<file path="src/hw/cache_settings.svh">
`ifndef CACHE_SETTINGS_SVH
`define CACHE_SETTINGS_SVH

// cache geometry: 32 sets of 2 ways, one 8-byte word per line
`define CACHE_SETS      32
`define CACHE_SET_BITS  5
`define CACHE_TAG_BITS  56

// bus word and address width
`define CBUS_DATA_BITS  64

// addresses with this bit clear bypass the cache
`define UNCACHED_BIT    31

`endif

</file>
<file path="src/hw/cbus_pkg.sv">
`default_nettype none

`include "cache_settings.svh"

package cbus_pkg;

    // cached view of an address
    typedef struct packed {
        logic [`CACHE_TAG_BITS-1:0] tag;
        logic [`CACHE_SET_BITS-1:0] set;
        logic [2:0]                 offset;
    } cache_addr_fields_t;

    // one bus address, read raw for forwarding or split for lookup
    typedef union packed {
        logic [`CBUS_DATA_BITS-1:0] raw;
        cache_addr_fields_t         fields;
    } cbus_addr_t;

endpackage

`default_nettype wire

</file>
<file path="src/hw/cbus_req_decode.sv">
`timescale 1ns/1ps
`default_nettype none

`include "cache_settings.svh"

module cbus_req_decode (
    input  wire                            clk,
    input  wire                            reset,
    input  wire                            mmu_valid,
    input  wire                            mmu_is_write,
    input  wire  [`CBUS_DATA_BITS-1:0]     mmu_addr,
    input  wire  [`CBUS_DATA_BITS/8-1:0]   mmu_strobe,
    input  wire  [`CBUS_DATA_BITS-1:0]     mmu_wdata,
    input  wire                            req_done,
    output logic                           req_valid,
    output logic                           req_is_write,
    output cbus_pkg::cbus_addr_t           req_addr,
    output logic                           req_cached,
    output logic [`CBUS_DATA_BITS-1:0]     req_mask,
    output logic [`CBUS_DATA_BITS-1:0]     req_wdata
);

    logic                         cooldown;
    logic                         capture;
    logic [`CBUS_DATA_BITS/8-1:0] strobe_q;

    // mmu still holds the old request while it sees ready, so skip one cycle
    assign capture = mmu_valid && !req_valid && !cooldown;

    always_ff @(posedge clk or posedge reset) begin
        if (reset) begin
            req_valid <= 1'b0;
            cooldown  <= 1'b0;
        end else if (req_valid && req_done) begin
            req_valid <= 1'b0;
            cooldown  <= 1'b1;
        end else begin
            cooldown <= 1'b0;
            if (capture) begin
                req_valid <= 1'b1;
            end
        end
    end

    // request payload
    always_ff @(posedge clk) begin
        if (capture) begin
            req_is_write <= mmu_is_write;
            req_addr.raw <= mmu_addr;
            strobe_q     <= mmu_strobe;
            req_wdata    <= mmu_wdata;
        end
    end

    // one strobe bit per byte lane
    always_comb begin
        for (int i = 0; i < `CBUS_DATA_BITS / 8; i++) begin
            req_mask[8*i +: 8] = {8{strobe_q[i]}};
        end
    end

    assign req_cached = req_addr.raw[`UNCACHED_BIT];

endmodule

`default_nettype wire

</file>
<file path="config.mk">
export PLATFORM = sky130hd
export DESIGN_NAME = cbus_req_decode
export DESIGN_NICKNAME = d
export VERILOG_FILES = /design/src/hw/cbus_pkg.sv /design/src/hw/cbus_req_decode.sv
export VERILOG_INCLUDE_DIRS = /design/src /design/src/hw
export SDC_FILE = /design/constraint.sdc
export NUM_CORES = 1
export LEC_CHECK = 0
export ABC_AREA = 1
export BUFFER_PORTS_ARGS = -buffer_cell sky130_fd_sc_hd__buf_2
export CAP_MARGIN = 20
export CORE_AREA = 3 3 130 132
export CTS_BUF_LIST = sky130_fd_sc_hd__clkbuf_8
export CTS_CLUSTER_SIZE = 25
export DETAILED_ROUTE_END_ITERATION = 10
export DIE_AREA = 0 0 133 135
export SLEW_MARGIN = 5
export SYNTH_ARGS = -nofsm -noshare
export SYNTH_HDL_FRONTEND = slang
export SYNTH_SLANG_ARGS = --single-unit
</file>
<file path="constraint.sdc">
create_clock -name clk -period 4.5 [get_ports clk]
set_clock_uncertainty 0.2 [all_clocks]
set_input_delay 0.675 -clock clk [delete_from_list [all_inputs] [get_ports clk]]
set_output_delay 0.675 -clock clk [all_outputs]
set_load 0.02 [all_outputs]
</file>
==> flow_metrics.tcl <==
set metrics [dict create \
    use_met2_pct 21.5 \
    powerDensity_nw_per_um2 490 \
    finalCritPeriodShare_pct 46.2 \
    antenna_found_initial 3 \
    grt_pass1_wl_microns 16600 \
    rsz0062_at_grt "no" \
    syn_to_final_growth_pct 43.1 \
    synthArstFlopShare_pct 1.44 \
    synth_top_cell_by_area "edfxtp_1" \
    seq_area_frac_synth_pct 89.8 \
    worst_r2r_path_depth 4 \
    max_stage_delay_ps 450 \
    vdd_drop_max_mv 0.258 \
    grt_use_total_pct 12.5 \
    grt_overflow 0 \
    dieArea_sq_um 18000 \
    grt_use_met1_pct 11.9 \
    instances_no_fill 734 \
    outcome "completed" \
    yosysWarningCount 0 \
    crit_path_top_delay_cell "inv_6" \
    ios 336 \
    row_count 46 \
    synth_nets 347 \
    grtUsageMet3_pct 8.08 \
    synth.most_common_cell "edfxtp_1" \
    clock_sinks 139 \
    vias 2847 \
    drt-initial-drc-count 82 \
    cp_top_family "buffers and inverters" \
    start_util_pct 29.3 \
    cp_num_cells 4 \
    setup_viol 0 \
    synth_cell_type_count 7 \
    numCtsBuffers 17 \
    post-cts-setup-buffers 0 \
    ys_top_cells_by_count "edfxtp_1, buf_4, inv_1, dfrtp_1, nand2_1" \
    syn_avg_cell_area_sq_um 22.5 \
    numPortBuffers 335 \
    drt_first_pass_iters 4 \
    required_ps 4390 \
    clkLatencyLatePin_ps 420 \
    synthesis.area_sq_um 4640 \
    htreeDepth 4 \
    holdWs_ps 209 \
    die_width_microns 133 \
    synth_ff_type "edfxtp_1" \
    maxSlewViolCount 0 \
    wl_per_cell_microns 15.8 \
    cp_max_fo 72 \
    ant_nets 0 \
    drive_gt1_share_pct 71.6 \
    grt_pass1_vias 2921 \
    p_leak_nw 2.90 \
    tightest_slew_ps 603 \
    cts-root-buf "clkbuf_8" \
    busiest_layer "met2" \
    grt_max_degree 73 \
    totalWireLength_microns 11600 \
    arrival_ps 1970 \
    critPathKind "reg -> reg" \
    netlist_top_cells_area "edfxtp_1, buf_4, dfrtp_1, inv_1, nand3_2" \
    clock.fmax_mhz 481 \
    clockBufferDepth 2 \
    synth_cells 206 \
    hpwl_microns 8770 \
    tns_ps 0 \
    antennaDiodeCount 0 \
    gp_congestion 0.738 \
    final.fill_count 1445 \
    max_slew_margin_pct 59.8 \
    dieHeight_microns 135 \
    synth_top_cell_area_share_pct 88.7 \
    crit_buf_inv 3 \
    cp-startpoint "req_valid" \
    final_util_pct 41.9 \
    holdCritPathClass "in -> reg" \
    cts_tree "built" \
    min_period_ps 2080 \
    startpoint_type "flip-flop" \
    core_area_sq_um 15800 \
    cp-end-kind "flip-flop" \
    dp.cells 701 \
    path_clk_slew_ps 90 \
    synth_edf_count 137 \
    reg2reg_setup_slack_ps 2420 \
    ys_ff_latch 139 \
    hold_violations 0 \
    viasPerCell 3.88 \
    worstReg2RegStart "req_valid" \
    nets 646 \
    cap_violations 0 \
    cp_cell_sequence "inv_1 > nand3_2 > inv_6 > buf_12" \
    regToRegEndpoint "req_addr[42]" \
    drc 0 \
    setup.worst_path.end "req_addr[42]" \
]
-- kinds of logic (layout without fill, tap and decap cells) --
logic type	count (synthesis)	in the layout	synth area share, %
simple gates	4	4	0.513
buf+inv	63	375	9.71
flops	139	139	89.8
-- where the power goes --
part           internal [mW]  switching (mW)
Clock                  0.615           0.513
Combinational          0.152           0.353
Sequential              1.58          0.0390
Total                   2.35           0.905
-- flip-flops by register name, indices dropped and copies added (netlist names) --
name	count
req_valid	1
strobe_q	8
req_addr	64
cooldown	1
req_is_write	1
req_wdata	64
-- layout make-up --
class | count | area (sq um) | share of cell area [%]
Sequential cell | 139 | 4160 | 62.8
Timing Repair Buffer | 337 | 1710 | 25.7
Tap cell | 216 | 270 | 4.07
Clock buffer | 17 | 234 | 3.53
Clock inverter | 15 | 209 | 3.15
Inverter | 6 | 27.5 | 0.415
Multi-Input combinational cell | 4 | 23.8 | 0.358
-- metal layers --
metal | vias up | routed length (microns)
met3 | 17 | 1540
li1 | 1303 | -
met5 | - | 34
met2 | 202 | 5990
met1 | 1319 | 3860
met4 | 6 | 178
-- worst register-to-register path, stage by stage (launching register included) --
cell	delay [ps]
dfrtp_1	410
inv_1	70
nand3_2	120
inv_6	450
buf_12	440
-- layout by cell type (no fill, tap or decap) --
master	count
nand2_2	1
buf_12	1
bufinv_16	4
inv_8	1
clkinv_4	1
inv_1	5
edfxtp_1	137
dfrtp_1	2
dlygate4sd3_1	1
clkinv_2	2
nand2_1	2
clkbuf_8	17
buf_2	335
inv_6	6
nand3_2	1
clkinvlp_4	2
-- metrics by stage --
stage	total power [mW]	setup slack (ps)	instance area [sq um]
after floorplan	2.00	388	4640
after global placement	2.16	2150	6180
after detailed placement	2.17	2080	6180
after CTS	3.31	2400	6640
after global routing	3.39	2270	6640
final	3.25	2420	6640
-- worst min-delay path by stage --
stage	from	end	slack, ps	cells after the start
4_1_cts	mmu_addr[34]	req_addr[34]	150	1
6_report	mmu_wdata[60]	req_wdata[60]	210	1
2_1_floorplan	reset	cooldown	220	1
3_5_place_dp	req_valid	cooldown	310	2
3_3_place_gp	req_valid	cooldown	280	2
5_1_grt	mmu_addr[50]	req_addr[50]	150	1
-- timing repair --
| action | in CTS | in global routing |
|---|---|---|
| resized for setup | 0 | 0 |
| hold buffers | 1 | 0 |
| hold endpoints to repair | 2 | 0 |
No activity file was read; power rests on OpenSTA's default activity.
