## src/hw/cache_settings.svh

```systemverilog
`ifndef CACHE_SETTINGS_SVH
`define CACHE_SETTINGS_SVH

// cache geometry: 32 sets of 2 ways, one 8-byte word per line
`define CACHE_SETS      32
`define CACHE_SET_BITS  5
`define CACHE_TAG_BITS  56

// bus word and address width
`define CBUS_DATA_BITS  64

// addresses with this bit clear bypass the cache
`define UNCACHED_BIT    31

`endif

```

## src/hw/cbus_pkg.sv

```systemverilog
`default_nettype none

`include "cache_settings.svh"

package cbus_pkg;

    // cached view of an address
    typedef struct packed {
        logic [`CACHE_TAG_BITS-1:0] tag;
        logic [`CACHE_SET_BITS-1:0] set;
        logic [2:0]                 offset;
    } cache_addr_fields_t;

    // one bus address, read raw for forwarding or split for lookup
    typedef union packed {
        logic [`CBUS_DATA_BITS-1:0] raw;
        cache_addr_fields_t         fields;
    } cbus_addr_t;

endpackage

`default_nettype wire

```

## src/hw/cache_ctrl.sv

```systemverilog
`timescale 1ns/1ps
`default_nettype none

`include "cache_settings.svh"

module cache_ctrl (
    input  wire                           clk,
    input  wire                           reset,
    input  wire                           req_valid,
    input  wire                           req_is_write,
    input  wire  cbus_pkg::cbus_addr_t    req_addr,
    input  wire                           req_cached,
    input  wire  [`CBUS_DATA_BITS-1:0]    req_mask,
    input  wire  [`CBUS_DATA_BITS-1:0]    req_wdata,
    input  wire                           hit,
    input  wire                           hit_way,
    input  wire  [`CBUS_DATA_BITS-1:0]    rd_data,
    input  wire                           victim_way,
    input  wire                           victim_dirty,
    input  wire  [`CACHE_TAG_BITS-1:0]    victim_tag,
    input  wire  [`CBUS_DATA_BITS-1:0]    victim_data,
    input  wire                           mem_ready,
    input  wire                           mem_last,
    input  wire  [`CBUS_DATA_BITS-1:0]    mem_rdata,
    output logic                          req_done,
    output logic                          wr_en,
    output logic                          wr_way,
    output logic [`CACHE_TAG_BITS-1:0]    wr_tag,
    output logic [`CBUS_DATA_BITS-1:0]    wr_data,
    output logic                          wr_dirty,
    output logic                          touch_en,
    output logic                          touch_way,
    output logic                          mem_valid,
    output logic                          mem_is_write,
    output logic [`CBUS_DATA_BITS-1:0]    mem_addr,
    output logic [`CBUS_DATA_BITS/8-1:0]  mem_strobe,
    output logic [`CBUS_DATA_BITS-1:0]    mem_wdata,
    output logic                          mmu_ready,
    output logic                          mmu_last,
    output logic [`CBUS_DATA_BITS-1:0]    mmu_rdata
);

    localparam logic [2:0] S_IDLE        = 3'd0;
    localparam logic [2:0] S_REFILL_WAIT = 3'd1;
    localparam logic [2:0] S_WB_WAIT     = 3'd2;
    localparam logic [2:0] S_FILL        = 3'd3;
    localparam logic [2:0] S_DIRECT_WAIT = 3'd4;

    logic [2:0]                   state;
    logic                         mem_done;
    logic [`CBUS_DATA_BITS-1:0]   fill_word;
    logic [`CBUS_DATA_BITS-1:0]   fill_data;
    logic [`CBUS_DATA_BITS/8-1:0] req_strobe;

    function automatic logic [`CBUS_DATA_BITS-1:0] merge_bytes(
        input logic [`CBUS_DATA_BITS-1:0] base,
        input logic [`CBUS_DATA_BITS-1:0] wdata,
        input logic [`CBUS_DATA_BITS-1:0] mask
    );
        merge_bytes = (wdata & mask) | (base & ~mask);
    endfunction

    // single-beat bus, so every ready is also the last beat
    assign mem_done  = mem_ready && mem_last;
    assign mmu_last  = mmu_ready;
    assign fill_data = req_is_write ? merge_bytes(fill_word, req_wdata, req_mask) : fill_word;

    // recover the byte strobe for uncached forwarding
    always_comb begin
        for (int i = 0; i < `CBUS_DATA_BITS / 8; i++) begin
            req_strobe[i] = req_mask[8*i];
        end
    end

    // store writes and request completion
    always_comb begin
        req_done  = 1'b0;
        wr_en     = 1'b0;
        wr_way    = hit_way;
        wr_tag    = req_addr.fields.tag;
        wr_data   = merge_bytes(rd_data, req_wdata, req_mask);
        wr_dirty  = 1'b1;
        touch_en  = 1'b0;
        touch_way = hit_way;
        case (state)
            S_IDLE: begin
                if (req_valid && req_cached && hit) begin
                    req_done = 1'b1;
                    touch_en = 1'b1;
                    wr_en    = req_is_write;
                end
            end
            S_FILL: begin
                req_done = 1'b1;
                wr_en    = 1'b1;
                wr_way   = victim_way;
                wr_data  = fill_data;
                wr_dirty = req_is_write;
            end
            S_DIRECT_WAIT: begin
                req_done = mem_done;
            end
            default: begin
            end
        endcase
    end

    always_ff @(posedge clk or posedge reset) begin
        if (reset) begin
            state     <= S_IDLE;
            mem_valid <= 1'b0;
            mmu_ready <= 1'b0;
        end else begin
            mmu_ready <= 1'b0;
            case (state)
                S_IDLE: begin
                    if (req_valid) begin
                        if (!req_cached) begin
                            mem_valid <= 1'b1;
                            state     <= S_DIRECT_WAIT;
                        end else if (hit) begin
                            mmu_ready <= 1'b1;
                        end else begin
                            mem_valid <= 1'b1;
                            state     <= S_REFILL_WAIT;
                        end
                    end
                end
                S_REFILL_WAIT: begin
                    if (mem_done) begin
                        mem_valid <= 1'b0;
                        state     <= victim_dirty ? S_WB_WAIT : S_FILL;
                    end
                end
                S_WB_WAIT: begin
                    // valid low for one cycle between the read and the write-back
                    if (!mem_valid) begin
                        mem_valid <= 1'b1;
                    end else if (mem_done) begin
                        mem_valid <= 1'b0;
                        state     <= S_FILL;
                    end
                end
                S_FILL: begin
                    mmu_ready <= 1'b1;
                    state     <= S_IDLE;
                end
                S_DIRECT_WAIT: begin
                    if (mem_done) begin
                        mem_valid <= 1'b0;
                        mmu_ready <= 1'b1;
                        state     <= S_IDLE;
                    end
                end
                default: begin
                    state <= S_IDLE;
                end
            endcase
        end
    end

    // bus fields and response data
    always_ff @(posedge clk) begin
        case (state)
            S_IDLE: begin
                if (req_valid && !req_cached) begin
                    mem_is_write <= req_is_write;
                    mem_addr     <= req_addr.raw;
                    mem_strobe   <= req_strobe;
                    mem_wdata    <= req_wdata;
                end else if (req_valid && hit) begin
                    mmu_rdata <= rd_data;
                end else if (req_valid) begin
                    mem_is_write <= 1'b0;
                    mem_addr     <= {req_addr.fields.tag, req_addr.fields.set, 3'b000};
                    mem_strobe   <= '1;
                    mem_wdata    <= '0;
                end
            end
            S_REFILL_WAIT: begin
                // write-back fields, only sent when the victim is dirty
                if (mem_done) begin
                    fill_word    <= mem_rdata;
                    mem_is_write <= 1'b1;
                    mem_addr     <= {victim_tag, req_addr.fields.set, 3'b000};
                    mem_strobe   <= '1;
                    mem_wdata    <= victim_data;
                end
            end
            S_FILL: begin
                mmu_rdata <= fill_word;
            end
            S_DIRECT_WAIT: begin
                if (mem_done) begin
                    mmu_rdata <= mem_rdata;
                end
            end
            default: begin
            end
        endcase
    end

endmodule

`default_nettype wire

```

## config.mk

```make
export PLATFORM = sky130hd
export DESIGN_NAME = cache_ctrl
export DESIGN_NICKNAME = d
export VERILOG_FILES = /design/src/hw/cbus_pkg.sv /design/src/hw/cache_ctrl.sv
export VERILOG_INCLUDE_DIRS = /design/src /design/src/hw
export SDC_FILE = /design/constraint.sdc
export NUM_CORES = 1
export LEC_CHECK = 0
export BUFFER_PORTS_ARGS = -buffer_cell sky130_fd_sc_hd__buf_4
export CAP_MARGIN = 20
export CELL_PAD_IN_SITES_DETAIL_PLACEMENT = 1
export CELL_PAD_IN_SITES_GLOBAL_PLACEMENT = 2
export CORE_AREA = 3 3 304 306
export CTS_BUF_LIST = sky130_fd_sc_hd__clkbuf_8
export DETAILED_ROUTE_END_ITERATION = 8
export DIE_AREA = 0 0 307 309
export GPL_ROUTABILITY_DRIVEN = 0
export HOLD_SLACK_MARGIN = 0.15
export PLACE_DENSITY_LB_ADDON = 0.1
export RECOVER_POWER = 50
export SLEW_MARGIN = 20
export SYNTH_ARGS = -nofsm -noshare
export SYNTH_HDL_FRONTEND = slang
export SYNTH_SLANG_ARGS = --single-unit
```

## constraint.sdc

```tcl
create_clock -name clk -period 23.9 [get_ports clk]
set_input_delay 0 -clock clk [delete_from_list [all_inputs] [get_ports clk]]
set_output_delay 0 -clock clk [all_outputs]
set_load 0.005 [all_outputs]
```

==> results.json, run 1 <==
{
  "error": "[ERROR RSZ-0060] Max buffer count reached.",
  "start_util": 0.146,
  "synth_top_family_by_area": "compound AO/OA/AOI/OAI gates",
  "post_cts_buffers": 0,
  "ctsRootBufferMaster": "clkbuf_8",
  "synth_fa_ha_area_frac": 0,
  "place.detailed.hpwl_mm": 57.4,
  "die_w_um": 307,
  "status": "aborted with a tool error",
  "synth.avg_cell_area_um2": 11.9,
  "cts.path.max_buffers": 3,
  "ios": 781,
  "holdBufCountCts": 610,
  "stop_stage": "clock tree synthesis",
  "yosysWarnings": 0,
  "synth-seq-cells": 270,
  "die_h_um": 309,
  "syn-instance-count": 1097,
  "yosys.area_share.simple": 0.126,
  "cts_sinks": 270,
  "synth_mux_area_frac": 0.0481,
  "portBuffers": 780,
  "h-tree-depth": 2,
  "synth_compound_area_frac": 0.140,
  "rows": 110,
  "syn_area_um2": 13100,
  "synth.distinct_cells": 37,
  "cts_buffers": 60,
  "synth_fp_nets": 1548,
  "ctsResizeCount": 0,
  "yosysSeqAreaShare": 0.617,
  "synth_xor_area_frac": 0
}
-- through the flow --
step | cells | setup slack, ns | utilization | hold WS [ns] | area [µm²]
2_1_floorplan | 1097 | 12.29 | - | -0.221 | 13100
3_3_place_gp | 2937 | 20.45 | 0.220 | -0.0502 | 19700
3_5_place_dp | 2937 | 20.42 | 0.220 | -0.0520 | 19700
-- Yosys cell counts (all sizes together) --
master	n	share of area
a21boi	1	0.00057
dfrtp	5	0.0095
nor2b	1	0.00048
a31o	1	0.00067
a311oi	1	0.00067
a31oi	64	0.031
and3b	1	0.00067
nor3b	3	0.0025
mux2	56	0.048
nand3	32	0.013
buf	112	0.060
o221ai	30	0.020
nand3b	2	0.0011
or3	3	0.0014
nor2	99	0.028
nor3	36	0.014
nand2	194	0.056
a211oi	69	0.040
a222oi	1	0.00076
or3b	1	0.00067
a21o	1	0.00057
edfxtp	265	0.61
o31ai	2	0.0011
and4bb	1	0.00095
clkbuf	24	0.0069
nand2b	10	0.0048
o211ai	1	0.00095
o21ai	3	0.0011
a22o	64	0.043
a21oi	2	0.00076
nand4b	2	0.0013
inv	7	0.0020
and2	3	0.0014
-- cell families after synthesis --
family / count (synthesis)
AO/OA/AOI/OAI: 240
buffers and inverters: 143
flip-flops: 270
multiplexers: 56
AND/OR/NAND/NOR: 388
==> run 2: changes to the inputs <==
--- a/config.mk
+++ b/config.mk
@@ -8,15 +8,11 @@
 export LEC_CHECK = 0
 export BUFFER_PORTS_ARGS = -buffer_cell sky130_fd_sc_hd__buf_4
 export CAP_MARGIN = 20
-export CELL_PAD_IN_SITES_DETAIL_PLACEMENT = 1
-export CELL_PAD_IN_SITES_GLOBAL_PLACEMENT = 2
 export CORE_AREA = 3 3 304 306
-export CTS_BUF_LIST = sky130_fd_sc_hd__clkbuf_8
 export DETAILED_ROUTE_END_ITERATION = 8
 export DIE_AREA = 0 0 307 309
 export GPL_ROUTABILITY_DRIVEN = 0
-export HOLD_SLACK_MARGIN = 0.15
-export PLACE_DENSITY_LB_ADDON = 0.1
+export PLACE_DENSITY_LB_ADDON = 0.15
 export RECOVER_POWER = 50
 export SLEW_MARGIN = 20
 export SYNTH_ARGS = -nofsm -noshare
==> run 2 against run 1 <==
Net effect:
- the flow now finishes, with violations (max-capacitance violations, max-slew violations)
- synthesized cell count is the same
- synthesized area unchanged
==> results.json, run 2 <==
{
  "synth_fp_nets": 1548,
  "tns_ns": 0,
  "post_cts_buffers": 0,
  "fin_skew_ns": 0.0305,
  "ctsResizeCount": 0,
  "pre_cts_ws_ns": 20.92,
  "crit_chain": "nor3b_1, clkbuf_1, nor3b_1, clkbuf_1, a22o_1, dlygate4sd3_1",
  "first_pass_iters": 7,
  "startpoint_type": "register",
  "min_period_ns": 5.43,
  "yosysMostFrequentCell": "edfxtp_1",
  "start_util": 0.146,
  "internal_power_mw": 1.55,
  "synth_edf_count": 265,
  "post-route-util": 0.271,
  "cap_viol_max_count": 7,
  "num_vias": 13511,
  "h-tree-depth": 2,
  "nets": 2647,
  "drt-total-wl_mm": 73.3,
  "max_freq_mhz": 184,
  "insertion_delay_ns": 0.55,
  "instances_no_fill": 3403,
  "yosysSeqAreaShare": 0.617,
  "hp-class": "input pin to register",
  "rows": 110,
  "cpMaxStageDelayCell": "clkbuf_1",
  "synth-seq-cells": 270,
  "die_area_um2": 94900,
  "grt_pass1_wl_mm": 101,
  "worstMarginPinSlew_ns": 2.98,
  "coreArea_um2": 89900,
  "power_frac_comb": 0.392,
  "place.detailed.hpwl_mm": 56.0,
  "p_sw_frac": 0.317,
  "yosysTopAreaCell": "edfxtp_1",
  "clock_power_share": 0.274,
  "endpoint_kind": "register",
  "syn-instance-count": 1097,
  "rsz0062_at_grt": "no",
  "yosysWarnings": 0,
  "ctsRootBufferMaster": "clkbuf_16",
  "crit_path_max_incr_delay_ns": 2.09,
  "status": "finished with violations",
  "dp.cells": 2935,
  "synth_commonest_cells": "edfxtp_1, nand2_1, nor2_1",
  "drive_above_1_share": 0.334,
  "relSlewSlack": -0.990,
  "cts_sinks": 270,
  "power.density_nw_per_um2": 93.1,
  "crit_arrival_ns": 5.83,
  "syn_area_um2": 13100,
  "finalCritPeriodShare": 0.227,
  "drt_iter0_drc": 639,
  "ios": 781,
  "path_clk_slew_ns": 0.05,
  "die_w_um": 307,
  "synth.avg_cell_area_um2": 11.9,
  "area_growth_pct": 86.1,
  "cp.required_ns": 24.30,
  "ys_async_sr_fraction": 0.0185,
  "portBuffers": 780,
  "setup_viol": 0,
  "wl_per_cell_um": 21.5,
  "tritoncts": "built",
  "layout_common_cells": "buf_4, dlygate4sd3_1, edfxtp_1, nand2_1, clkbuf_1",
  "violations": "max-capacitance violations, max-slew violations",
  "p_sw_uw": 721,
  "synth_area_leaders": "edfxtp_1, nand2_1, mux2_2",
  "netlist.area_leader.share": 0.607,
  "die_h_um": 309,
  "cts_buffers": 39,
  "holdBufCountCts": 396,
  "drc": 0,
  "globalRouteOverflowTotal": 0,
  "synth-main-ff-cell": "edfxtp_1",
  "grt_pass1_vias": 14374,
  "leakage_nw": 9.57,
  "synth.distinct_cells": 37,
  "slew_violations": 262,
  "final.setup.worst_slack_ns": 18.47,
  "path_max_fanout": 50,
  "routed_via_density": 3.97,
  "path_delay_family": "buffers and inverters",
  "critPathKind": "register to register",
  "pwr-share-seq": 0.334,
  "antenna_found_initial": 12,
  "hold_violations": 0,
  "final_common_cell": "buf_4",
  "grt_max_degree": 70,
  "cp_num_buf_inv": 3,
  "ant_nets": 0,
  "grt_usage": 0.146,
  "fillers": 9560,
  "irDropWorstVdd_v": 0.0000384,
  "cts.path.max_buffers": 3
}
==> run 2: cell counts after synthesis <==
Identical to the previous run, type by type.
==> run 2: through the flow <==
stage | hold WS, ns | power (mW) | cell area [µm²]
5_1_grt | 0.155 | 2.41 | 24400
2_1_floorplan | -0.221 | 1.14 | 13100
3_5_place_dp | -0.0704 | 1.57 | 19800
3_3_place_gp | -0.0746 | 1.55 | 19700
6_report | 0.122 | 2.27 | 24400
4_1_cts | 0.115 | 2.37 | 25100
==> run 2: cell type report <==
cell class	count	area, µm²	share of cell area
inverters	7	26.3	0.00108
multi-input cells	684	4130	0.169
clock inverters	19	319	0.0131
clock buffers	49	1010	0.0415
well taps	1176	1470	0.0603
flip-flops and latches	270	8080	0.331
repair buffers	1194	9340	0.383
diodes	4	10.0	0.000410
==> run 2: final timing paths <==
path / from / endpoint / slack, ns / cells after the start
min in group asynchronous: reset / mmu_last / 0.51 / 4
max in group asynchronous: reset / state[1] / 23.21 / 4
hold / removal: mem_ready / mmu_last / 0.12 / 4
hold reg to reg: fill_word[13] / mmu_rdata[13] / 0.58 / 2
setup reg to reg: state[1] / mem_wdata[43] / 18.47 / 6
setup / recovery: state[1] / mem_wdata[43] / 18.47 / 6
==> run 2: worst register-to-register path: cells and delay by family, from the launching register on <==
family	cells	cell delay, ns
DFF	1	0.63
AOI/OAI and AO/OA	1	0.45
and+or+nand+nor	2	0.71
buffers and inverters	3	3.52
==> run 2: routing by layer <==
layer  share of wire  global-route usage  vias to the layer above
met2            0.52               0.273                      556
li1                -                   -                     6327
met5          0.0011                   0                        -
met4           0.027              0.0394                       12
met3           0.089              0.0529                       90
met1            0.37               0.153                     6526
==> run 2: cells by family after synthesis <==
group                  after synthesis  synth area share
and+or+nand+nor                    388             0.126
DFF                                270             0.617
muxes                               56            0.0481
buffers and inverters              143            0.0692
AOI/OAI and AO/OA                  240             0.140
==> run 2: power by group through the flow <==
stage | clock network, mW | logic, mW | registers (mW)
3_3_place_gp | 0 | 0.785 | 0.769
6_report | 0.623 | 0.891 | 0.758
4_1_cts | 0.651 | 0.959 | 0.762
3_5_place_dp | 0 | 0.796 | 0.769
2_1_floorplan | 0 | 0.351 | 0.793
5_1_grt | 0.668 | 0.968 | 0.770
No activity file was read; power rests on OpenSTA's default activity.
